**src/verilog/cnn_pkg.sv**
```systemverilog
package cnn_pkg;

    // fixed-point word, 2 fraction bits
    localparam int WORD_W = 16;
    localparam int FRAC_W = 2;
    localparam int PROD_W = 2 * WORD_W;

    typedef logic signed [WORD_W-1:0] word_t;

    // layer dimensions
    localparam int IN_ROWS    = 5;
    localparam int IN_COLS    = 2;
    localparam int K_ROWS     = 3;
    localparam int N_CONV     = IN_ROWS - K_ROWS + 1;
    localparam int N_HIDDEN   = 2;
    localparam int N_OUT      = 4;
    localparam int FIFO_DEPTH = 4;

    // counter and pointer widths
    localparam int ROW_W      = $clog2(IN_ROWS);
    localparam int TAP_ROW_W  = $clog2(K_ROWS);
    localparam int TAP_COL_W  = $clog2(IN_COLS);
    localparam int CONV_IDX_W = $clog2(N_CONV);
    localparam int HID_IDX_W  = $clog2(N_HIDDEN);
    localparam int PTR_W      = $clog2(FIFO_DEPTH);
    localparam int CNT_W      = $clog2(FIFO_DEPTH + 1);

    // conv layer FSM encoding
    localparam logic [1:0] CONV_ST_IDLE = 2'd0;
    localparam logic [1:0] CONV_ST_MAC  = 2'd1;
    localparam logic [1:0] CONV_ST_BIAS = 2'd2;
    localparam logic [1:0] CONV_ST_SEND = 2'd3;

    // fc stack FSM encoding
    localparam logic [2:0] FC_ST_ACC   = 3'd0;
    localparam logic [2:0] FC_ST_HBIAS = 3'd1;
    localparam logic [2:0] FC_ST_OUT   = 3'd2;
    localparam logic [2:0] FC_ST_OBIAS = 3'd3;
    localparam logic [2:0] FC_ST_HOLD  = 3'd4;

    // kernel [row][col], values in quarters
    // 1 -1.5 / 2 -2 / -1.5 1
    localparam word_t KERNEL [K_ROWS][IN_COLS] = '{
        '{16'sd4, -16'sd6},
        '{16'sd8, -16'sd8},
        '{-16'sd6, 16'sd4}
    };

    // 3.75
    localparam word_t CONV_BIAS = 16'sd15;

    // hidden weights [neuron][conv output]
    // neuron 0: 2 -0.5 -0.5, neuron 1: -0.5 1.5 1
    localparam word_t HID_W [N_HIDDEN][N_CONV] = '{
        '{16'sd8, -16'sd2, -16'sd2},
        '{-16'sd2, 16'sd6, 16'sd4}
    };

    // -0.5 per hidden neuron
    localparam word_t HID_BIAS [N_HIDDEN] = '{-16'sd2, -16'sd2};

    // output weights [neuron][hidden word]
    localparam word_t OUT_W [N_OUT][N_HIDDEN] = '{
        '{16'sd0, 16'sd2},
        '{-16'sd4, -16'sd4},
        '{16'sd4, 16'sd4},
        '{16'sd4, 16'sd8}
    };

    // 0.5 per output neuron
    localparam word_t OUT_BIAS [N_OUT] = '{16'sd2, 16'sd2, 16'sd2, 16'sd2};

    // full product, floor shift by the fraction width, then keep the low word
    function automatic word_t fx_mul(input word_t a, input word_t b);
        logic signed [PROD_W-1:0] prod;
        prod = PROD_W'(a) * PROD_W'(b);
        return WORD_W'(prod >>> FRAC_W);
    endfunction

endpackage

```
**src/verilog/feature_stream_if.sv**
```systemverilog
`timescale 1ns/1ps

interface feature_stream_if import cnn_pkg::*; ();

    // sender side
    logic  valid;
    word_t data;
    // final word of a frame
    logic  last;

    // receiver side
    logic  ready;

    // word moves when valid and ready are both high
    modport sender (
        output valid,
        output data,
        output last,
        input  ready
    );

    modport receiver (
        input  valid,
        input  data,
        input  last,
        output ready
    );

endinterface

```
**src/verilog/conv_layer.sv**
```systemverilog
`timescale 1ns/1ps

module conv_layer import cnn_pkg::*; (
    input  logic                               clk_i,
    input  logic                               rst_i,
    input  word_t [IN_ROWS-1:0][IN_COLS-1:0]   frame_i,
    input  logic                               frame_valid_i,
    output logic                               frame_ready_o,
    feature_stream_if.sender                   feat_o
);

    logic [1:0]                      state_q;
    word_t [IN_ROWS-1:0][IN_COLS-1:0] frame_q;
    logic [CONV_IDX_W-1:0]           out_idx_q;
    logic [TAP_ROW_W-1:0]            tap_row_q;
    logic [TAP_COL_W-1:0]            tap_col_q;
    word_t                           acc_q;
    logic [ROW_W-1:0]                frame_row;
    logic                            last_tap;
    logic                            last_out;
    word_t                           product;

    // kernel window starts at the output index
    assign frame_row = ROW_W'(out_idx_q) + ROW_W'(tap_row_q);
    // one tap per cycle
    assign product = fx_mul(KERNEL[tap_row_q][tap_col_q], frame_q[frame_row][tap_col_q]);

    assign last_tap = (tap_row_q == TAP_ROW_W'(K_ROWS - 1))
                   && (tap_col_q == TAP_COL_W'(IN_COLS - 1));
    assign last_out = (out_idx_q == CONV_IDX_W'(N_CONV - 1));

    // only accept a frame while idle
    assign frame_ready_o = (state_q == CONV_ST_IDLE);

    // word held in acc_q until taken
    assign feat_o.valid = (state_q == CONV_ST_SEND);
    assign feat_o.data  = acc_q;
    assign feat_o.last  = last_out;

    // control
    always_ff @(posedge clk_i) begin
        if (rst_i) begin
            state_q   <= CONV_ST_IDLE;
            out_idx_q <= '0;
            tap_row_q <= '0;
            tap_col_q <= '0;
        end else begin
            case (state_q)
                CONV_ST_IDLE: begin
                    if (frame_valid_i) begin
                        state_q   <= CONV_ST_MAC;
                        out_idx_q <= '0;
                        tap_row_q <= '0;
                        tap_col_q <= '0;
                    end
                end
                CONV_ST_MAC: begin
                    // walk the kernel row by row, columns inner
                    if (last_tap) begin
                        state_q   <= CONV_ST_BIAS;
                        tap_row_q <= '0;
                        tap_col_q <= '0;
                    end else if (tap_col_q == TAP_COL_W'(IN_COLS - 1)) begin
                        tap_col_q <= '0;
                        tap_row_q <= tap_row_q + 1'b1;
                    end else begin
                        tap_col_q <= tap_col_q + 1'b1;
                    end
                end
                CONV_ST_BIAS: begin
                    state_q <= CONV_ST_SEND;
                end
                CONV_ST_SEND: begin
                    // stall here on back-pressure
                    if (feat_o.ready) begin
                        if (last_out) begin
                            state_q <= CONV_ST_IDLE;
                        end else begin
                            out_idx_q <= out_idx_q + 1'b1;
                            state_q   <= CONV_ST_MAC;
                        end
                    end
                end
                default: begin
                    state_q <= CONV_ST_IDLE;
                end
            endcase
        end
    end

    // frame register and accumulator
    always_ff @(posedge clk_i) begin
        if (frame_ready_o && frame_valid_i) begin
            frame_q <= frame_i;
        end
        case (state_q)
            CONV_ST_IDLE: acc_q <= '0;
            // wraps at 16 bits
            CONV_ST_MAC:  acc_q <= acc_q + product;
            CONV_ST_BIAS: acc_q <= acc_q + CONV_BIAS;
            CONV_ST_SEND: begin
                if (feat_o.ready) begin
                    acc_q <= '0;
                end
            end
            default:      acc_q <= acc_q;
        endcase
    end

endmodule

```
**src/verilog/feature_fifo.sv**
```systemverilog
`timescale 1ns/1ps

module feature_fifo import cnn_pkg::*; (
    input  logic               clk_i,
    input  logic               rst_i,
    feature_stream_if.receiver wr,
    feature_stream_if.sender   rd
);

    // payload and last flag side by side
    word_t            data_mem [FIFO_DEPTH];
    logic             last_mem [FIFO_DEPTH];
    logic [PTR_W-1:0] wr_ptr_q;
    logic [PTR_W-1:0] rd_ptr_q;
    logic [CNT_W-1:0] count_q;
    logic             full;
    logic             empty;
    logic             push;
    logic             pop;

    assign full  = (count_q == CNT_W'(FIFO_DEPTH));
    assign empty = (count_q == '0);

    assign push = wr.valid && wr.ready;
    assign pop  = rd.valid && rd.ready;

    // back-pressure upstream when full
    assign wr.ready = !full;

    // head entry read straight from the array
    assign rd.valid = !empty;
    assign rd.data  = data_mem[rd_ptr_q];
    assign rd.last  = last_mem[rd_ptr_q];

    // storage
    always_ff @(posedge clk_i) begin
        if (push) begin
            data_mem[wr_ptr_q] <= wr.data;
            last_mem[wr_ptr_q] <= wr.last;
        end
    end

    // pointers wrap naturally, depth is a power of two
    always_ff @(posedge clk_i) begin
        if (rst_i) begin
            wr_ptr_q <= '0;
            rd_ptr_q <= '0;
            count_q  <= '0;
        end else begin
            if (push) begin
                wr_ptr_q <= wr_ptr_q + 1'b1;
            end
            if (pop) begin
                rd_ptr_q <= rd_ptr_q + 1'b1;
            end
            case ({push, pop})
                2'b10:   count_q <= count_q + 1'b1;
                2'b01:   count_q <= count_q - 1'b1;
                default: count_q <= count_q;
            endcase
        end
    end

endmodule

```
**src/verilog/fc_stack.sv**
```systemverilog
`timescale 1ns/1ps

module fc_stack import cnn_pkg::*; (
    input  logic               clk_i,
    input  logic               rst_i,
    feature_stream_if.receiver feat_i,
    output word_t [N_OUT-1:0]  result_o,
    output logic               result_valid_o,
    input  logic               result_yumi_i
);

    logic [2:0]            state_q;
    logic [CONV_IDX_W-1:0] in_idx_q;
    logic [HID_IDX_W-1:0]  hid_idx_q;
    word_t                 hid_acc_q [N_HIDDEN];
    word_t [N_OUT-1:0]     out_acc_q;
    word_t                 hid_prod [N_HIDDEN];
    word_t                 out_prod [N_OUT];
    logic                  take;
    logic                  last_hid;

    // closed from the last word until the result is taken
    assign feat_i.ready = (state_q == FC_ST_ACC);
    assign take         = feat_i.valid && feat_i.ready;
    assign last_hid     = (hid_idx_q == HID_IDX_W'(N_HIDDEN - 1));

    assign result_valid_o = (state_q == FC_ST_HOLD);
    assign result_o       = out_acc_q;

    // products for all neurons of a layer at once
    always_comb begin
        // input word against column in_idx of the hidden weights
        for (int n = 0; n < N_HIDDEN; n++) begin
            hid_prod[n] = fx_mul(HID_W[n][in_idx_q], feat_i.data);
        end
        // one hidden word fanned out to every output neuron
        for (int m = 0; m < N_OUT; m++) begin
            out_prod[m] = fx_mul(OUT_W[m][hid_idx_q], hid_acc_q[hid_idx_q]);
        end
    end

    // sequencer
    always_ff @(posedge clk_i) begin
        if (rst_i) begin
            state_q   <= FC_ST_ACC;
            in_idx_q  <= '0;
            hid_idx_q <= '0;
        end else begin
            case (state_q)
                FC_ST_ACC: begin
                    if (take) begin
                        if (feat_i.last) begin
                            state_q  <= FC_ST_HBIAS;
                            in_idx_q <= '0;
                        end else begin
                            in_idx_q <= in_idx_q + 1'b1;
                        end
                    end
                end
                FC_ST_HBIAS: begin
                    state_q <= FC_ST_OUT;
                end
                FC_ST_OUT: begin
                    // one hidden word per cycle
                    if (last_hid) begin
                        state_q   <= FC_ST_OBIAS;
                        hid_idx_q <= '0;
                    end else begin
                        hid_idx_q <= hid_idx_q + 1'b1;
                    end
                end
                FC_ST_OBIAS: begin
                    state_q <= FC_ST_HOLD;
                end
                FC_ST_HOLD: begin
                    // result consumed in the yumi cycle
                    if (result_yumi_i) begin
                        state_q <= FC_ST_ACC;
                    end
                end
                default: begin
                    state_q <= FC_ST_ACC;
                end
            endcase
        end
    end

    // hidden accumulators, first word of a frame loads
    always_ff @(posedge clk_i) begin
        for (int n = 0; n < N_HIDDEN; n++) begin
            if (take) begin
                if (in_idx_q == '0) begin
                    hid_acc_q[n] <= hid_prod[n];
                end else begin
                    hid_acc_q[n] <= hid_acc_q[n] + hid_prod[n];
                end
            end else if (state_q == FC_ST_HBIAS) begin
                hid_acc_q[n] <= hid_acc_q[n] + HID_BIAS[n];
            end
        end
    end

    // output accumulators, held through FC_ST_HOLD
    always_ff @(posedge clk_i) begin
        for (int m = 0; m < N_OUT; m++) begin
            if (state_q == FC_ST_OUT) begin
                if (hid_idx_q == '0) begin
                    out_acc_q[m] <= out_prod[m];
                end else begin
                    out_acc_q[m] <= out_acc_q[m] + out_prod[m];
                end
            end else if (state_q == FC_ST_OBIAS) begin
                out_acc_q[m] <= out_acc_q[m] + OUT_BIAS[m];
            end
        end
    end

endmodule

```
**src/verilog/cnn_top.sv**
```systemverilog
`timescale 1ns/1ps

module cnn_top import cnn_pkg::*; (
    input  logic                             clk_i,
    input  logic                             rst_i,
    input  word_t [IN_ROWS-1:0][IN_COLS-1:0] frame_i,
    input  logic                             frame_valid_i,
    output logic                             frame_ready_o,
    output word_t [N_OUT-1:0]                result_o,
    output logic                             result_valid_o,
    input  logic                             result_yumi_i
);

    // conv outputs into the buffer
    feature_stream_if conv_to_fifo ();
    // buffered features into the dense layers
    feature_stream_if fifo_to_fc ();

    // frame in, three conv words out
    conv_layer conv_layer_inst (
        .clk_i         (clk_i),
        .rst_i         (rst_i),
        .frame_i       (frame_i),
        .frame_valid_i (frame_valid_i),
        .frame_ready_o (frame_ready_o),
        .feat_o        (conv_to_fifo.sender)
    );

    // decouples conv timing from the dense layers
    feature_fifo feature_fifo_inst (
        .clk_i (clk_i),
        .rst_i (rst_i),
        .wr    (conv_to_fifo.receiver),
        .rd    (fifo_to_fc.sender)
    );

    // 3 to 2 to 4, result held until yumi
    fc_stack fc_stack_inst (
        .clk_i          (clk_i),
        .rst_i          (rst_i),
        .feat_i         (fifo_to_fc.receiver),
        .result_o       (result_o),
        .result_valid_o (result_valid_o),
        .result_yumi_i  (result_yumi_i)
    );

endmodule

```
**config.mk**
```make
export PLATFORM = sky130hd
export DESIGN_NAME = cnn_top
export DESIGN_NICKNAME = d
export VERILOG_FILES = /design/src/verilog/cnn_pkg.sv /design/src/verilog/feature_stream_if.sv /design/src/verilog/conv_layer.sv /design/src/verilog/feature_fifo.sv /design/src/verilog/fc_stack.sv /design/src/verilog/cnn_top.sv
export SDC_FILE = /design/constraint.sdc
export NUM_CORES = 2
export LEC_CHECK = 0
export BUFFER_PORTS_ARGS = -buffer_cell sky130_fd_sc_hd__buf_2
export CORE_ASPECT_RATIO = 0.8
export CORE_MARGIN = 2
export CORE_UTILIZATION = 39
export DETAILED_ROUTE_END_ITERATION = 12
export PLACE_DENSITY_LB_ADDON = 0.25
export REMOVE_ABC_BUFFERS = 1
export SLEW_MARGIN = 20
export SYNTH_ARGS = -nofsm -noshare
export SYNTH_HDL_FRONTEND = slang
export SYNTH_HIERARCHICAL = 1
export SYNTH_SLANG_ARGS = --single-unit
```
**constraint.sdc**
```tcl
create_clock -name clk_i -period 8.7 [get_ports clk_i]
set_input_delay 1.305 -clock clk_i [delete_from_list [all_inputs] [get_ports clk_i]]
set_output_delay 1.305 -clock clk_i [all_outputs]
set_load 0.01 [all_outputs]
```
After elaboration in Yosys (flattened, before gate mapping)
Memories as Yosys holds them, arrays and structs flattened. A register that Yosys moved wholly into a read port is not among the register bits.
Cells that the tools add are included.
{"block": "op_classes", "n_reduce_logical": 20, "mux": 85, "n_lt_le_gt_ge": 6, "n_eq_ne": 21, "mul": 7, "add_sub_neg": 24, "bitwise_logic": 8}
{"op": "two-way mux 16 bit", "n": 34}
{"op": "multiplier 16 x 16 -> 18 bit", "n": 7}
{"op": "adder 16 bit", "n": 7}
{"op": "binary-select mux 32 bit (select 3 bit)", "n": 1}
{"op": "two-way mux 32 bit", "n": 3}
{"op": "adder 16 x 3 -> 16 bit (second input constant)", "n": 4}
{"op": "binary-select mux 16 bit (select 2 bit)", "n": 2}
{"op": "binary-select mux 32 bit (select 2 bit)", "n": 1}
{"op": "case mux 16 bit (4 select lines)", "n": 1}
{"op": "adder 16 x 2 -> 16 bit (second input constant)", "n": 2}
{"op": "two-way mux 2 bit", "n": 14}
{"op": "two-way mux 1 bit", "n": 18}
{"op": "adder 16 x 5 -> 16 bit (second input constant)", "n": 1}
{"op": "case mux 3 bit (5 select lines)", "n": 1}
{"op": "two-way mux 3 bit", "n": 4}
{"op": "adder 2 x 1 -> 2 bit (second input constant)", "n": 5}
{"op": "== test 2 bit (second input constant)", "n": 5}
{"op": "!= test 2 x 1 -> 1 bit (second input constant)", "n": 4}
{"op": "!= test 2 bit (second input constant)", "n": 4}
{"op": "case mux 2 bit (2 select lines)", "n": 2}
{"op": "case mux 2 bit (4 select lines)", "n": 1}
{"op": "AND reduction 4 bit", "n": 2}
{"op": "nonzero test 2 bit", "n": 4}
{"op": "== test 3 x 2 -> 1 bit (second input constant)", "n": 2}
{"op": "24 further kinds", "n": 42}
{"block": "totals", "ramBits": 100, "output_inout_bits": 66, "wordCells": 199, "ff_bits": 260, "mem_count": 3}
{"name": "feature_fifo_inst.data_mem", "depth": 4, "width": 16, "read_ports": 1, "rd_ports_with_merged_regs": 1, "wr": 1, "line": "feature_fifo.sv:11", "source": "word_t data_mem [FIFO_DEPTH];"}
{"name": "fc_stack_inst.hid_acc_q", "depth": 2, "width": 16, "read_ports": 3, "rd_ports_with_merged_regs": 1, "wr": 2, "line": "fc_stack.sv:15", "source": "word_t hid_acc_q [N_HIDDEN];"}
{"name": "feature_fifo_inst.last_mem", "depth": 4, "width": 1, "read_ports": 1, "rd_ports_with_merged_regs": 1, "wr": 1, "line": "feature_fifo.sv:12", "source": "logic last_mem [FIFO_DEPTH];"}

Logic depth before layout (Yosys ltp)
{"block": "depth", "ltp_word": 10, "mapped_depth": 36, "ltp_nobuf": 35}

Cells and area by module
Netlist, hierarchy kept.
{"module": "fc_stack", "n_inst": 1, "area_per_inst_um2": 19590.0, "seq_area_each_um2": 3022.9, "cells_per_inst": 2219}
{"module": "conv_layer", "n_inst": 1, "area_per_inst_um2": 11280.8, "seq_area_each_um2": 5425.2, "cells_per_inst": 858}
{"module": "feature_fifo", "n_inst": 1, "area_per_inst_um2": 2969.1, "seq_area_each_um2": 2222.1, "cells_per_inst": 141}

Least setup slack after synthesis
No wires, ideal clock.
{"block": "synth_path", "path_type": "flip-flop to flip-flop", "startpoint": "register conv_layer_inst.tap_row_q[0]", "endpoint": "register conv_layer_inst.acc_q[15] (netlist: conv_layer_inst/feat_o.data[15]) (data pin)", "stages_incl_launch_ff": 34, "required_time_ns": 8.435, "path_slack_ns": 0.486, "t_arrival_ns": 7.950, "setup_ns": 0.265, "period_less_slack_ns": 8.214, "cell_sequence": "dfxtp_1 ha_1 buf_2 buf_4 buf_2 mux4_2 nand2_1 o21ai_0 a22oi_1 nor2_1 fa_1 fa_1 inv_1 fa_1 fa_1 inv_1 fa_1 inv_1 fa_1 inv_1 ha_1 nand3_1 nand2_1 a41oi_1 nor2b_1 or2_2 a21oi_1 ha_1 and3_1 a211o_1 a21oi_2 xnor2_1 nand2b_1 o31ai_1"}
{"block": "synth_via", "elab_chain_cells": 10, "elab_cells_between_ends": 15, "cone_classes": "add/sub (2); mul (1); mux (11); bitwise (1)"}
{"item": "start, declared", "line": "conv_layer.sv:15", "source": "logic [TAP_ROW_W-1:0] tap_row_q;"}
{"item": "start signal, assigned", "line": "conv_layer.sv:65", "source": "tap_row_q <= tap_row_q + 1'b1;"}
{"item": "branches (longest 7 deep; another with adder 2 x 2 -> 3 bit)"}
{"item": "multiplier 16 x 16 -> 18 bit (*)", "line": "cnn_pkg.sv:76", "source": "prod = PROD_W'(a) * PROD_W'(b);"}
{"item": "adder 16 bit (*)", "line": "conv_layer.sv:99", "source": "CONV_ST_MAC: acc_q <= acc_q + product;"}
{"item": "case mux 16 bit (4 select lines) (*)", "line": "conv_layer.sv:96", "source": "case (state_q)"}
{"item": "end signal, assigned", "line": "conv_layer.sv:99"}
{"item": "end signal, assigned", "line": "conv_layer.sv:100", "source": "CONV_ST_BIAS: acc_q <= acc_q + CONV_BIAS;"}
{"item": "end signal, assigned", "line": "conv_layer.sv:106", "source": "default: acc_q <= acc_q;"}
{"item": "end, declared", "line": "conv_layer.sv:17", "source": "word_t acc_q;"}
Mark *: on every way between the ends. The select of a mux whose other input is x is not followed.
A chain may end at the register's enable or synchronous reset.

Worst setup path in the final report
Same ends and word-level chain as after synthesis.

==> summary.md <==
| Metric | Value |
|---|---|
| Synth Flop Type | edfxtp_1 |
| Min-delay src | conv_layer_inst/tap_row_q[1] |
| Final period util | 94.2% |
| Vias | 23,412 |
| Min-Delay Endpoint | conv_layer_inst/tap_row_q[1] |
| Initial Utilization | 39.4% |
| R2R setup slack | 0.50 ns |
| Worst-path fanout max | 7 |
| Critical R2R Launch | conv_layer_inst/tap_row_q[0] |
| Drt wl/cell | 17.5 um |
| Largest net degree at the start of global routing | 85 |
| Number of buffers on the longest clock path | 3 |
| Count of pins over their slew limit | 0 |
| Worst hold path type | reg -> reg |
| Slack of the critical path | 0.501 ns |
| Die area | 89,200 um^2 |
| First-pass GRT wire length | 130,000 um |
| Grt peak-use layer | met2 |
| Reg2reg path depth | 30 |
| Crit path launch type | register |
| Dominant cell type by area after synthesis | edfxtp_1 |
| Worst stage delay on the critical path | 0.65 ns |
| Rows | 96 |
| Final WL | 80,600 um |
| Die width | 333 um |
| Die height | 267 um |
| H-tree depth | 2 |
| Seq/Total Area, Yosys | 31.5% |
| Yosys warning total | 6 |
| Syn_area_per_cell | 10.5 um^2 |
| Asr flop ratio synth | 0% |
| EDFF count, synth | 340 |
| Hold Fails Final Rpt | 0 |
| Setup slack at placement | 0.289 ns |
| Worst R2R End | conv_layer_inst/feat_o.data[15] |
| Synth top cells by count | 499 x inv_1, 373 x ha_1, 340 x edfxtp_1, 255 x fa_1, 204 x nor2_1 |
| GRT Resource Usage Total | 18.4% |
| Synth top area share | 30.2% |
| Seq cells post-synth | 363 |
| CTS buffer count | 39 |
| Detailed Routing Iterations Pass 1 | 5 |
| Final setup violation count | 0 |
| CP delay by family, top | adder cells |
| Synth area leaders | edfxtp_1 30%, fa_1 15%, ha_1 14%, inv_1 5.5%, xnor2_1 5.2% |
| F_max | 122 MHz |
| Worst-Margin Slew | 1.02 ns |
| Worst slew margin | 32.0% |
| Final Util | 44.0% |
| Final setup skew | 0.0257 ns |
| Skew-Pair Late Insertion Delay | 0.59 ns |
| Share of layout cells above drive strength 1 | 12.6% |
| Routability cong. | 0.889 |
| Syn Inst Count | 3,218 |
| Initial antenna violation count | 7 |
| Buf+Inv Stages, Crit Path | 6 |
| Overflow left after global routing | 0 |
| Vias per cell | 5.07 |
| Mapped Area | 33,800 um^2 |
| Final min period | 8.20 ns |
| Met2 Use GR | 27.7% |
| Worst path slowest cell | fa_2 |
| Design area | 37,800 um^2 |
| Status | complete, no violations |
| CTS tree | yes |
| Max Cap Viol | 0 |
| Netlist cell types | 93 |
| DP HPWL | 64,200 um |
| 1st-iter DRT viols | 1,360 |
| Grt met3 use | 3.00% |
| Crit path DAT | 8.50 ns |
| WP data required | 9.00 ns |
| Most numerous cell in the Yosys netlist | inv_1 |
| Port Buffers | 229 |
| Critical Path End Type | register |
| ANT nets after route | 0 |
| Hold Buf Count CTS | 0 |
| Cell mode on critical path | fa_1 |
| Vias in the first global route | 23,329 |
| Hold depth | 2 |
| DRC | 0 |
| Area Growth Syn to Fin | 11.8% |
| CTS root buffer | clkbuf_16 |
| Clock-pin slew on the worst setup and hold paths | 0.06 ns |
| I/O Pins | 230 |
| Final #Nets | 4,249 |
| Classification of the worst setup path | reg -> reg |
| Placed Area | 36,300 um^2 |
| CORE AREA | 85,900 um^2 |
| Met1 Usage GRT | 27.4% |
| Clk sinks | 363 |
## how the worst max path moves through the flow
stage,startpoint,end,slack [ns],cells after the start
4_1_cts,conv_layer_inst/tap_row_q[0],conv_layer_inst/feat_o.data[15],0.25,31
6_report,conv_layer_inst/tap_row_q[0],conv_layer_inst/feat_o.data[15],0.50,30
5_1_grt,conv_layer_inst/tap_row_q[0],conv_layer_inst/feat_o.data[15],-0.02,30
2_1_floorplan,conv_layer_inst/tap_row_q[0],conv_layer_inst/feat_o.data[15],0.03,31
3_5_place_dp,conv_layer_inst/tap_row_q[0],conv_layer_inst/feat_o.data[15],0.29,31
3_3_place_gp,conv_layer_inst/tap_row_q[0],conv_layer_inst/feat_o.data[15],0.36,31
## metrics by stage
| stage | instances | hold slack (ns) | setup TNS (ns) |
|---|---|---|---|
| global route | 4617 | 0.552 | -0.0201 |
| finish | 4620 | 0.519 | 0 |
| floorplan | 3153 | 0.465 | 0 |
| detailed placement | 4539 | 0.497 | 0 |
| global placement | 4539 | 0.488 | 0 |
| CTS | 4611 | 0.507 | 0 |
## flip-flops by register name, indices dropped and copies added (netlist names), named ones only
| name | flops |
|---|---|
| conv_layer_inst/frame_q | 160 |
| fc_stack_inst/result_o | 64 |
| feature_fifo_inst/data_mem | 64 |
| fc_stack_inst/hid_acc_q | 32 |
| conv_layer_inst/feat_o.data | 16 |
| feature_fifo_inst/last_mem | 4 |
| fc_stack_inst/state_q | 3 |
| feature_fifo_inst/count_q | 3 |
| conv_layer_inst/out_idx_q | 2 |
| conv_layer_inst/state_q | 2 |
| conv_layer_inst/tap_row_q | 2 |
| fc_stack_inst/in_idx_q | 2 |
| feature_fifo_inst/rd_ptr_q | 2 |
| feature_fifo_inst/wr_ptr_q | 2 |
| conv_layer_inst/tap_col_q | 1 |
| fc_stack_inst/hid_idx_q | 1 |
## area by class of cell
type,instances,area (um^2)
multi-input cells,2290,21100
well taps,1127,1410
repair buffers,263,1440
diodes,5,12.5
clock buffers,43,1000
fillers,8240,48100
inverters,500,1880
clock inverters,29,342
flip-flops and latches,363,10700
## metal layers
metal | vias to the layer above | routed length [um]
li1 | 11539 | -
met5 | - | 36
met4 | 6 | 1830
met1 | 11219 | 40100
met3 | 101 | 4320
met2 | 547 | 34400
## cells in the final DEF (no fill, tap or decap), drive strengths merged, types with 15 or more instances in the layout
cell,instances
inv,501
ha,373
edfxtp,340
buf,262
fa,255
nor2,205
xnor2,200
nand2,196
a21oi,160
o21ai,127
xor2,97
nor3,57
nand3,51
mux4,49
nor2b,48
clkbuf,44
and2,41
mux2i,38
a21o,38
a211oi,32
nand2b,26
and3,24
dfxtp,23
clkinv,20
or3,19
o22ai,19
o21a,18
o21bai,17
or2,17
a22oi,16
o211ai,15
## worst min-delay path: cells and delay by family (launching register included)
family             cells  cell delay (ns)
and+or+nand+nor        1             0.06
DFF                    1             0.33
AOI/OAI and AO/OA      1             0.07
## cell families (layout without fill, tap and decap cells)
| logic type | after synthesis | count (layout) | synth area share [%] |
|---|---|---|---|
| XOR/XNOR | 298 | 298 | 7.75 |
| other | 2 | 16 | 0.0222 |
| AO/OA/AOI/OAI | 534 | 534 | 10.3 |
| flip-flops | 363 | 363 | 31.5 |
| AND/OR/NAND/NOR | 726 | 726 | 10.3 |
| adder cells (fa/ha/maj) | 628 | 628 | 28.9 |
| multiplexers | 93 | 93 | 4.67 |
| buffers and inverters | 574 | 835 | 6.56 |
## repair_timing
item,in CTS,in global routing
endpoints found under the setup margin,0,2
setup buffers,0,3
gates resized for setup,0,17
Power is left out: the tool's default activity adds up to more than one toggle a clock period on the data nets, which glitch-free logic cannot reach.
